--- config.mk ---
export PLATFORM = sky130hd
export DESIGN_NAME = icache_top
export DESIGN_NICKNAME = d
export VERILOG_FILES = /design/src/design/icache_pkg.sv /design/src/design/icache_top.sv /design/src/design/icache_refill.sv /design/src/design/icache_lookup.sv
export SDC_FILE = /design/constraint.sdc
export NUM_CORES = 2
export LEC_CHECK = 0
export BUFFER_PORTS_ARGS = -buffer_cell sky130_fd_sc_hd__buf_4
export CORE_MARGIN = 4
export CORE_UTILIZATION = 55
export DETAILED_ROUTE_END_ITERATION = 10
export PLACE_DENSITY = 0.79
export SYNTH_ARGS = -nofsm -noshare
export SYNTH_HDL_FRONTEND = slang
export SYNTH_HIERARCHICAL = 1
export SYNTH_SLANG_ARGS = --single-unit
--- constraint.sdc ---
create_clock -name global_bus -period 26.7 [get_ports global_bus]
set_clock_uncertainty 0.2 [all_clocks]
set_input_delay 6.675 -clock global_bus [delete_from_list [all_inputs] [get_ports global_bus]]
set_output_delay 6.675 -clock global_bus [all_outputs]
set_load 0.05 [all_outputs]
--- src/design/icache_pkg.sv ---
package icache_pkg;

  // **********************************************************
  // Cache geometry
  // **********************************************************

  localparam int xlen = 32;   // Address and data width of one word
  localparam int sets = 8;    // Number of lines in the direct mapped array
  localparam int words = 4;   // Words per line

  // **********************************************************
  // Address fields
  // **********************************************************

  // An address splits into tag, index, word offset and the
  // two ignored byte bits, from the top down
  localparam int set_bits = $clog2(sets);
  localparam int word_bits = $clog2(words);
  localparam int line_lsb = word_bits + 2;                   // Lowest bit of the line base
  localparam int tag_bits = xlen - set_bits - word_bits - 2;

  // **********************************************************
  // Refill engine
  // **********************************************************

  // One APB word read takes a setup and at least one access
  // cycle; the line is written into the arrays after the fourth
  typedef enum logic [1:0] {
    idle,        // Waiting for a miss from either port
    setup,       // APB setup phase with psel high and penable low
    access,      // APB access phase held until pready
    write_line   // Tag, words and valid bit written and the requester told
  } refill_state_e;

endpackage
--- src/design/icache_top.sv ---
`timescale 1ns/1ps

module icache_top
  import icache_pkg::*;
(
  input  logic            global_bus,
  input  logic            rst,
  input  logic            req_0,
  input  logic [xlen-1:0] addr_0,
  output logic            ready_0,
  output logic            resp_valid_0,
  output logic [xlen-1:0] instr_0,
  output logic            resp_err_0,
  input  logic            req_1,
  input  logic [xlen-1:0] addr_1,
  output logic            ready_1,
  output logic            resp_valid_1,
  output logic [xlen-1:0] instr_1,
  output logic            resp_err_1,
  output logic            psel,
  output logic            penable,
  output logic [xlen-1:0] paddr,
  input  logic [xlen-1:0] prdata,
  input  logic            pready,
  input  logic            pslverr
);

  // **********************************************************
  // Lookup to refill wiring
  // **********************************************************

  logic [set_bits-1:0]  rd_index_0;
  logic [word_bits-1:0] rd_offset_0;
  logic [tag_bits-1:0]  rd_tag_0;
  logic                 rd_valid_0;
  logic [xlen-1:0]      rd_word_0;
  logic                 miss_req_0;
  logic [xlen-1:0]      miss_addr_0;
  logic                 fill_done_0;
  logic                 fill_err_0;
  logic [set_bits-1:0]  rd_index_1;
  logic [word_bits-1:0] rd_offset_1;
  logic [tag_bits-1:0]  rd_tag_1;
  logic                 rd_valid_1;
  logic [xlen-1:0]      rd_word_1;
  logic                 miss_req_1;
  logic [xlen-1:0]      miss_addr_1;
  logic                 fill_done_1;
  logic                 fill_err_1;

  icache_lookup i_lookup_0 (
    .global_bus (global_bus),
    .rst        (rst),
    .req        (req_0),
    .addr       (addr_0),
    .ready      (ready_0),
    .resp_valid (resp_valid_0),
    .instr      (instr_0),
    .resp_err   (resp_err_0),
    .rd_index   (rd_index_0),
    .rd_offset  (rd_offset_0),
    .rd_tag     (rd_tag_0),
    .rd_valid   (rd_valid_0),
    .rd_word    (rd_word_0),
    .miss_req   (miss_req_0),
    .miss_addr  (miss_addr_0),
    .fill_done  (fill_done_0),
    .fill_err   (fill_err_0)
  );

  icache_lookup i_lookup_1 (
    .global_bus (global_bus),
    .rst        (rst),
    .req        (req_1),
    .addr       (addr_1),
    .ready      (ready_1),
    .resp_valid (resp_valid_1),
    .instr      (instr_1),
    .resp_err   (resp_err_1),
    .rd_index   (rd_index_1),
    .rd_offset  (rd_offset_1),
    .rd_tag     (rd_tag_1),
    .rd_valid   (rd_valid_1),
    .rd_word    (rd_word_1),
    .miss_req   (miss_req_1),
    .miss_addr  (miss_addr_1),
    .fill_done  (fill_done_1),
    .fill_err   (fill_err_1)
  );

  // Shared arrays and the single APB master
  icache_refill i_refill (
    .global_bus  (global_bus),
    .rst         (rst),
    .rd_index_0  (rd_index_0),
    .rd_offset_0 (rd_offset_0),
    .rd_tag_0    (rd_tag_0),
    .rd_valid_0  (rd_valid_0),
    .rd_word_0   (rd_word_0),
    .rd_index_1  (rd_index_1),
    .rd_offset_1 (rd_offset_1),
    .rd_tag_1    (rd_tag_1),
    .rd_valid_1  (rd_valid_1),
    .rd_word_1   (rd_word_1),
    .miss_req_0  (miss_req_0),
    .miss_addr_0 (miss_addr_0),
    .fill_done_0 (fill_done_0),
    .fill_err_0  (fill_err_0),
    .miss_req_1  (miss_req_1),
    .miss_addr_1 (miss_addr_1),
    .fill_done_1 (fill_done_1),
    .fill_err_1  (fill_err_1),
    .psel        (psel),
    .penable     (penable),
    .paddr       (paddr),
    .prdata      (prdata),
    .pready      (pready),
    .pslverr     (pslverr)
  );

endmodule

--- src/design/icache_refill.sv ---
`timescale 1ns/1ps

module icache_refill
  import icache_pkg::*;
(
  input  logic                 global_bus,
  input  logic                 rst,
  input  logic [set_bits-1:0]  rd_index_0,
  input  logic [word_bits-1:0] rd_offset_0,
  output logic [tag_bits-1:0]  rd_tag_0,
  output logic                 rd_valid_0,
  output logic [xlen-1:0]      rd_word_0,
  input  logic [set_bits-1:0]  rd_index_1,
  input  logic [word_bits-1:0] rd_offset_1,
  output logic [tag_bits-1:0]  rd_tag_1,
  output logic                 rd_valid_1,
  output logic [xlen-1:0]      rd_word_1,
  input  logic                 miss_req_0,
  input  logic [xlen-1:0]      miss_addr_0,
  output logic                 fill_done_0,
  output logic                 fill_err_0,
  input  logic                 miss_req_1,
  input  logic [xlen-1:0]      miss_addr_1,
  output logic                 fill_done_1,
  output logic                 fill_err_1,
  output logic                 psel,
  output logic                 penable,
  output logic [xlen-1:0]      paddr,
  input  logic [xlen-1:0]      prdata,
  input  logic                 pready,
  input  logic                 pslverr
);

  // **********************************************************
  // Line storage
  // **********************************************************

  logic [tag_bits-1:0] tag_mem [sets];
  logic [sets-1:0]     valid_mem;
  logic [xlen-1:0]     word_mem [sets][words];
  logic [xlen-1:0]     line_buf [words];  // Words collected from APB

  assign rd_tag_0   = tag_mem[rd_index_0];
  assign rd_valid_0 = valid_mem[rd_index_0];
  assign rd_word_0  = word_mem[rd_index_0][rd_offset_0];
  assign rd_tag_1   = tag_mem[rd_index_1];
  assign rd_valid_1 = valid_mem[rd_index_1];
  assign rd_word_1  = word_mem[rd_index_1][rd_offset_1];

  // **********************************************************
  // Arbitration
  // **********************************************************

  refill_state_e          state;
  logic                   last_grant;  // Port that won the previous round
  logic                   cur_port;    // Port the running refill belongs to
  logic [xlen-1:line_lsb] line_addr;   // Tag and index of the line being fetched
  logic [word_bits-1:0]   word_cnt;
  logic                   err_seen;    // Any pslverr during this line
  logic                   pend_0;
  logic                   pend_1;
  logic                   grant;
  logic [xlen-1:0]        sel_addr;
  logic [set_bits-1:0]    sel_index;
  logic [tag_bits-1:0]    sel_tag;
  logic                   sel_present;
  logic                   start_fill;
  logic [set_bits-1:0]    fill_index;
  logic [tag_bits-1:0]    fill_tag;

  // A miss whose fill_done is showing this cycle is already served
  assign pend_0 = miss_req_0 && !fill_done_0;
  assign pend_1 = miss_req_1 && !fill_done_1;
  assign grant  = (pend_0 && pend_1) ? !last_grant : pend_1;

  assign sel_addr  = grant ? miss_addr_1 : miss_addr_0;
  assign sel_index = sel_addr[line_lsb +: set_bits];
  assign sel_tag   = sel_addr[xlen-1 -: tag_bits];

  // When both ports missed on one line the second finds it filled
  assign sel_present = valid_mem[sel_index] && (tag_mem[sel_index] == sel_tag);
  assign start_fill  = (state == idle) && (pend_0 || pend_1) && !sel_present;

  assign fill_index = line_addr[line_lsb +: set_bits];
  assign fill_tag   = line_addr[xlen-1 -: tag_bits];

  // **********************************************************
  // APB read sequence
  // **********************************************************

  assign psel    = (state == setup) || (state == access);
  assign penable = (state == access);
  assign paddr   = {line_addr, word_cnt, 2'b00};  // Ascending words of the line

  always_ff @(posedge global_bus) begin
    if (rst) begin
      state       <= idle;
      last_grant  <= 1'b1;  // Port 0 goes first after reset
      cur_port    <= 1'b0;
      word_cnt    <= '0;
      err_seen    <= 1'b0;
      valid_mem   <= '0;
      fill_done_0 <= 1'b0;
      fill_done_1 <= 1'b0;
      fill_err_0  <= 1'b0;
      fill_err_1  <= 1'b0;
    end else begin
      fill_done_0 <= 1'b0;
      fill_done_1 <= 1'b0;
      fill_err_0  <= 1'b0;
      fill_err_1  <= 1'b0;
      case (state)
        idle: begin
          if (pend_0 || pend_1) begin
            last_grant <= grant;
            cur_port   <= grant;
            if (sel_present) begin
              fill_done_0 <= !grant;  // Line already present so the port is released
              fill_done_1 <= grant;
            end else begin
              word_cnt <= '0;
              err_seen <= 1'b0;
              state    <= setup;
            end
          end
        end
        setup: state <= access;
        access: begin
          if (pready) begin
            err_seen <= err_seen | pslverr;
            if (word_cnt == word_bits'(words - 1)) begin
              state <= write_line;
            end else begin
              word_cnt <= word_cnt + 1'b1;
              state    <= setup;  // Next transfer follows back to back
            end
          end
        end
        write_line: begin
          if (!err_seen) begin
            valid_mem[fill_index] <= 1'b1;
          end
          fill_done_0 <= !cur_port;
          fill_done_1 <= cur_port;
          fill_err_0  <= !cur_port && err_seen;
          fill_err_1  <= cur_port && err_seen;
          state       <= idle;
        end
        default: state <= idle;
      endcase
    end
  end

  // Data side of the refill
  always_ff @(posedge global_bus) begin
    if (start_fill) begin
      line_addr <= sel_addr[xlen-1:line_lsb];
    end
    if ((state == access) && pready) begin
      line_buf[word_cnt] <= prdata;
    end
    if ((state == write_line) && !err_seen) begin
      tag_mem[fill_index] <= fill_tag;
      for (int w = 0; w < words; w++) begin
        word_mem[fill_index][w] <= line_buf[w];
      end
    end
  end

endmodule

--- src/design/icache_lookup.sv ---
`timescale 1ns/1ps

module icache_lookup
  import icache_pkg::*;
(
  input  logic                 global_bus,
  input  logic                 rst,
  input  logic                 req,
  input  logic [xlen-1:0]      addr,
  output logic                 ready,
  output logic                 resp_valid,
  output logic [xlen-1:0]      instr,
  output logic                 resp_err,
  output logic [set_bits-1:0]  rd_index,
  output logic [word_bits-1:0] rd_offset,
  input  logic [tag_bits-1:0]  rd_tag,
  input  logic                 rd_valid,
  input  logic [xlen-1:0]      rd_word,
  output logic                 miss_req,
  output logic [xlen-1:0]      miss_addr,
  input  logic                 fill_done,
  input  logic                 fill_err
);

  // **********************************************************
  // Port state
  // **********************************************************

  typedef enum logic [1:0] {
    port_idle,       // Ready for a new fetch
    port_lookup,     // First compare against the array
    port_wait_fill,  // Miss raised and waiting for the refill unit
    port_recheck     // Second compare after the line was filled
  } port_state_e;

  port_state_e         state;
  logic [xlen-1:0]     addr_q;  // Address of the fetch in flight
  logic                take;
  logic                compare;
  logic                hit;

  assign take    = (state == port_idle) && ready && req;
  assign compare = (state == port_lookup) || (state == port_recheck);

  // The array read ports follow the held address all the time
  assign rd_index  = addr_q[line_lsb +: set_bits];
  assign rd_offset = addr_q[2 +: word_bits];

  assign hit = rd_valid && (rd_tag == addr_q[xlen-1 -: tag_bits]);

  // **********************************************************
  // Control
  // **********************************************************

  always_ff @(posedge global_bus) begin
    if (rst) begin
      state      <= port_idle;
      ready      <= 1'b1;
      resp_valid <= 1'b0;
      resp_err   <= 1'b0;
      miss_req   <= 1'b0;
    end else begin
      resp_valid <= 1'b0;  // Response is a single cycle pulse
      case (state)
        port_idle: begin
          if (take) begin
            ready <= 1'b0;
            state <= port_lookup;
          end else begin
            ready <= 1'b1;  // Rises the cycle after the response
          end
        end
        port_lookup, port_recheck: begin
          if (hit) begin
            resp_valid <= 1'b1;
            resp_err   <= 1'b0;
            state      <= port_idle;
          end else begin
            miss_req <= 1'b1;  // Held until fill_done
            state    <= port_wait_fill;
          end
        end
        port_wait_fill: begin
          if (fill_done) begin
            miss_req <= 1'b0;
            if (fill_err) begin
              // A bus error is answered at once since the line stays invalid
              resp_valid <= 1'b1;
              resp_err   <= 1'b1;
              state      <= port_idle;
            end else begin
              state <= port_recheck;
            end
          end
        end
        default: state <= port_idle;
      endcase
    end
  end

  // **********************************************************
  // Payload
  // **********************************************************

  always_ff @(posedge global_bus) begin
    if (take) begin
      addr_q <= addr;
    end
    if (compare && hit) begin
      instr <= rd_word;
    end else if ((state == port_wait_fill) && fill_done && fill_err) begin
      instr <= '0;
    end
    miss_addr <= {addr_q[xlen-1:line_lsb], {line_lsb{1'b0}}};  // Line base of the fetch
  end

endmodule

==> run_results.csv <==
group,metric,value,unit
global_routing,grt_max_degree,165,
floorplanning,die_area,135900,um2
routing,drtIter0Drc,5760,
timing,tns,0,ns
global_routing,grt_pass1_vias,40560,
placed_design,io_buffers,199,
layout,n_fill_cell,8547,
global_routing,grt_pass1_wl,273.2,mm
layout,areaGrowthSynthToFinish,11.86,%
timing,worst_pin_slew,1.166,ns
layout,drive_gt1_share,38.39,%
synth,netlist_area,71530,um2
timing,maxSlewViolCount,0,
clock_tree,cts_buffer_depth,3,
timing,setup_viol,0,
clock_tree,cts_sinks,1591,
timing,rsz0062_at_grt,"false",
timing,fin_crit_sh,33.01,%
timing,fin_crit,8.813,ns
routing,ant_nets,0,
layout,seq_area,46910,um2
floorplanning,fp.dieW,368.6,um
floorplanning,dieHeight,368.6,um
pwr,p_leak,25.16,nW
pwr,power.density,70.12,nW/um2
worst_setup_path,critPathSlowestCell,"ha_1",
timing,slew_headroom,22.26,%
placed_design,place_hpwl,98.28,mm
clock_tree,numCtsBuffers,161,
floorplanning,ios,206,
worst_setup_path,crit_chain,"inv_1 > ha_1 > buf_4",
floorplanning,initial_core_util,55.31,%
worst_setup_path,critical_path_arrival,1.94,ns
worst_setup_path,crit_required,19.82,ns
routing,drtPass1Iterations,6,
layout,nets,3810,
floorplanning,core_area,129300,um2
worst_setup_path,cp_num_buf_inv,2,
worst_setup_path,critPathTopFamily,"adder cells",
pwr,vdd.ir_drop.worst,63.76,uV
min_path,min-delay-start,"i_lookup_0/addr_q[29]",
layout,final_core_util,61.88,%
timing,max_freq,0.1135,GHz
floorplanning,num_rows,132,
global_routing,grt_use_total,27.61,%
routing,via_per_inst,7.013,
worst_setup_path,worst-setup-path-type,"reg -> out",
clock_tree,clkTransAtPathRegs,0.06,ns
worst_setup_path,path_max_fanout,11,
clock_tree,cts_tree,"built",
clock_tree,cts_root_buffer,"clkbuf_16",
timing,hold_viol,0,
timing,fin_hold_ws,0.1961,ns
clock_tree,hold_buffers,0,
routing,drc,0,
routing,wire_per_inst,33.40,um
clock_tree,clk_latency,0.81,ns
routing,vias,39130,
run,cap_viol_max_count,0,
layout,fin_area,80020,um2
layout,multi_input_area,23320,um2
placed_design,gp_congestion,0.8766,
clock_tree,cts_max_level,4,
worst_setup_path,crit_path_end_kind,"primary output",
synth,avgSynthCellArea,20.30,um2
worst_setup_path,cp_slowest_stage_delay,0.42,ns
synth,syn_inst,3524,
worst_setup_path,critPathLaunch,"i_refill/state[0]",
worst_setup_path,cp-start-kind,"register",
clock_tree,post_cts_buffers,0,
synth,yosys_warnings,6,
worst_setup_path,r2r_start,"i_refill/fill_done_0",
clock_tree,cts.repair.resized,0,
global_routing,antenna_found_initial,9,
pwr,finalPower,0.005611,W
run_status,outcome,"finished, final reports clean",
routing,finalWirelength,186.3,mm
min_path,hold_path.class,"reg -> reg",
placed_design,dpl_cell_area,74970,um2
global_routing,overflow,0,
## registers in the layout, summed over array words and instances, names as in the netlist, 2 cells and up
signal,count
i_lookup_0/state,2
i_refill/line_buf,128
i_lookup_0/instr,32
i_refill/state,2
i_refill/word_mem,1024
i_refill/valid_mem,8
i_lookup_0/addr_q,30
i_lookup_1/state,2
i_lookup_1/instr,32
i_lookup_0/miss_addr,28
i_refill/word_cnt,2
i_refill/tag_mem,200
i_lookup_1/miss_addr,28
i_refill/line_addr,28
i_lookup_1/addr_q,30
## metal layers
metal | vias up | track usage [%] | wire length (um) | share of wire [%]
met5 | - | 0 | 20 | 0.011
met4 | 2 | 9.995 | 6959 | 3.7
met3 | 440 | 6.025 | 19790 | 11
met2 | 2661 | 44.95 | 92040 | 49
met1 | 20580 | 37.33 | 67530 | 36
li1 | 15450 | - | - | -
## stage by stage
| step | instances | setup WS, ns |
|---|---|---|
| final | 5580 | 17.89 |
| after global routing | 5571 | 17.81 |
| after CTS | 5571 | 17.87 |
| after detailed placement | 5280 | 17.87 |
| after global placement | 5280 | 17.92 |
| after floorplan | 3525 | 14.11 |
## worst paths after layout
path | to | slack [ns] | cells after the start
worst min register to register | i_lookup_0/miss_addr[29] | 0.20 | 0
worst max register to register | i_refill/line_addr[25] | 20.50 | 13
worst max-delay path | penable | 17.89 | 3
worst min-delay path | i_lookup_0/miss_addr[29] | 0.20 | 0
## placed cells by master, fill, tap and decap left out, types with 36 or more instances in the layout
cell type,n
buf_4,261
clkbuf_1,38
clkbuf_16,163
clkinv_1,36
dfxtp_1,87
edfxtp_1,1504
inv_1,86
mux2_2,128
mux4_2,744
nand2_1,116
nor2_1,39
nor4_2,62
xor2_1,55
## layout make-up
class / count / share of cell area [%]
diodes: 9 / 0.02815
clock buffers: 204 / 5.327
clock inverters: 87 / 0.9554
flip-flops and latches: 1591 / 58.62
inverters: 90 / 0.4284
well taps: 1742 / 2.724
multi-input cells: 1583 / 29.15
repair buffers: 274 / 2.774
## report_power, final
group / switching, W / internal [W]
registers: 0.0000436 / 0.00277
logic: 0.000361 / 0.000271
clock network: 0.000938 / 0.00123
## worst register-to-register path: cells and delay by family, from the launching register on
kind / cells / cell delay [ns]
flops: 1 / 0.41
simple gates: 6 / 2.86
xor+xnor: 1 / 0.27
buf+inv: 3 / 1.51
compound gates: 3 / 0.60
No activity file was read; power rests on OpenSTA's default activity.
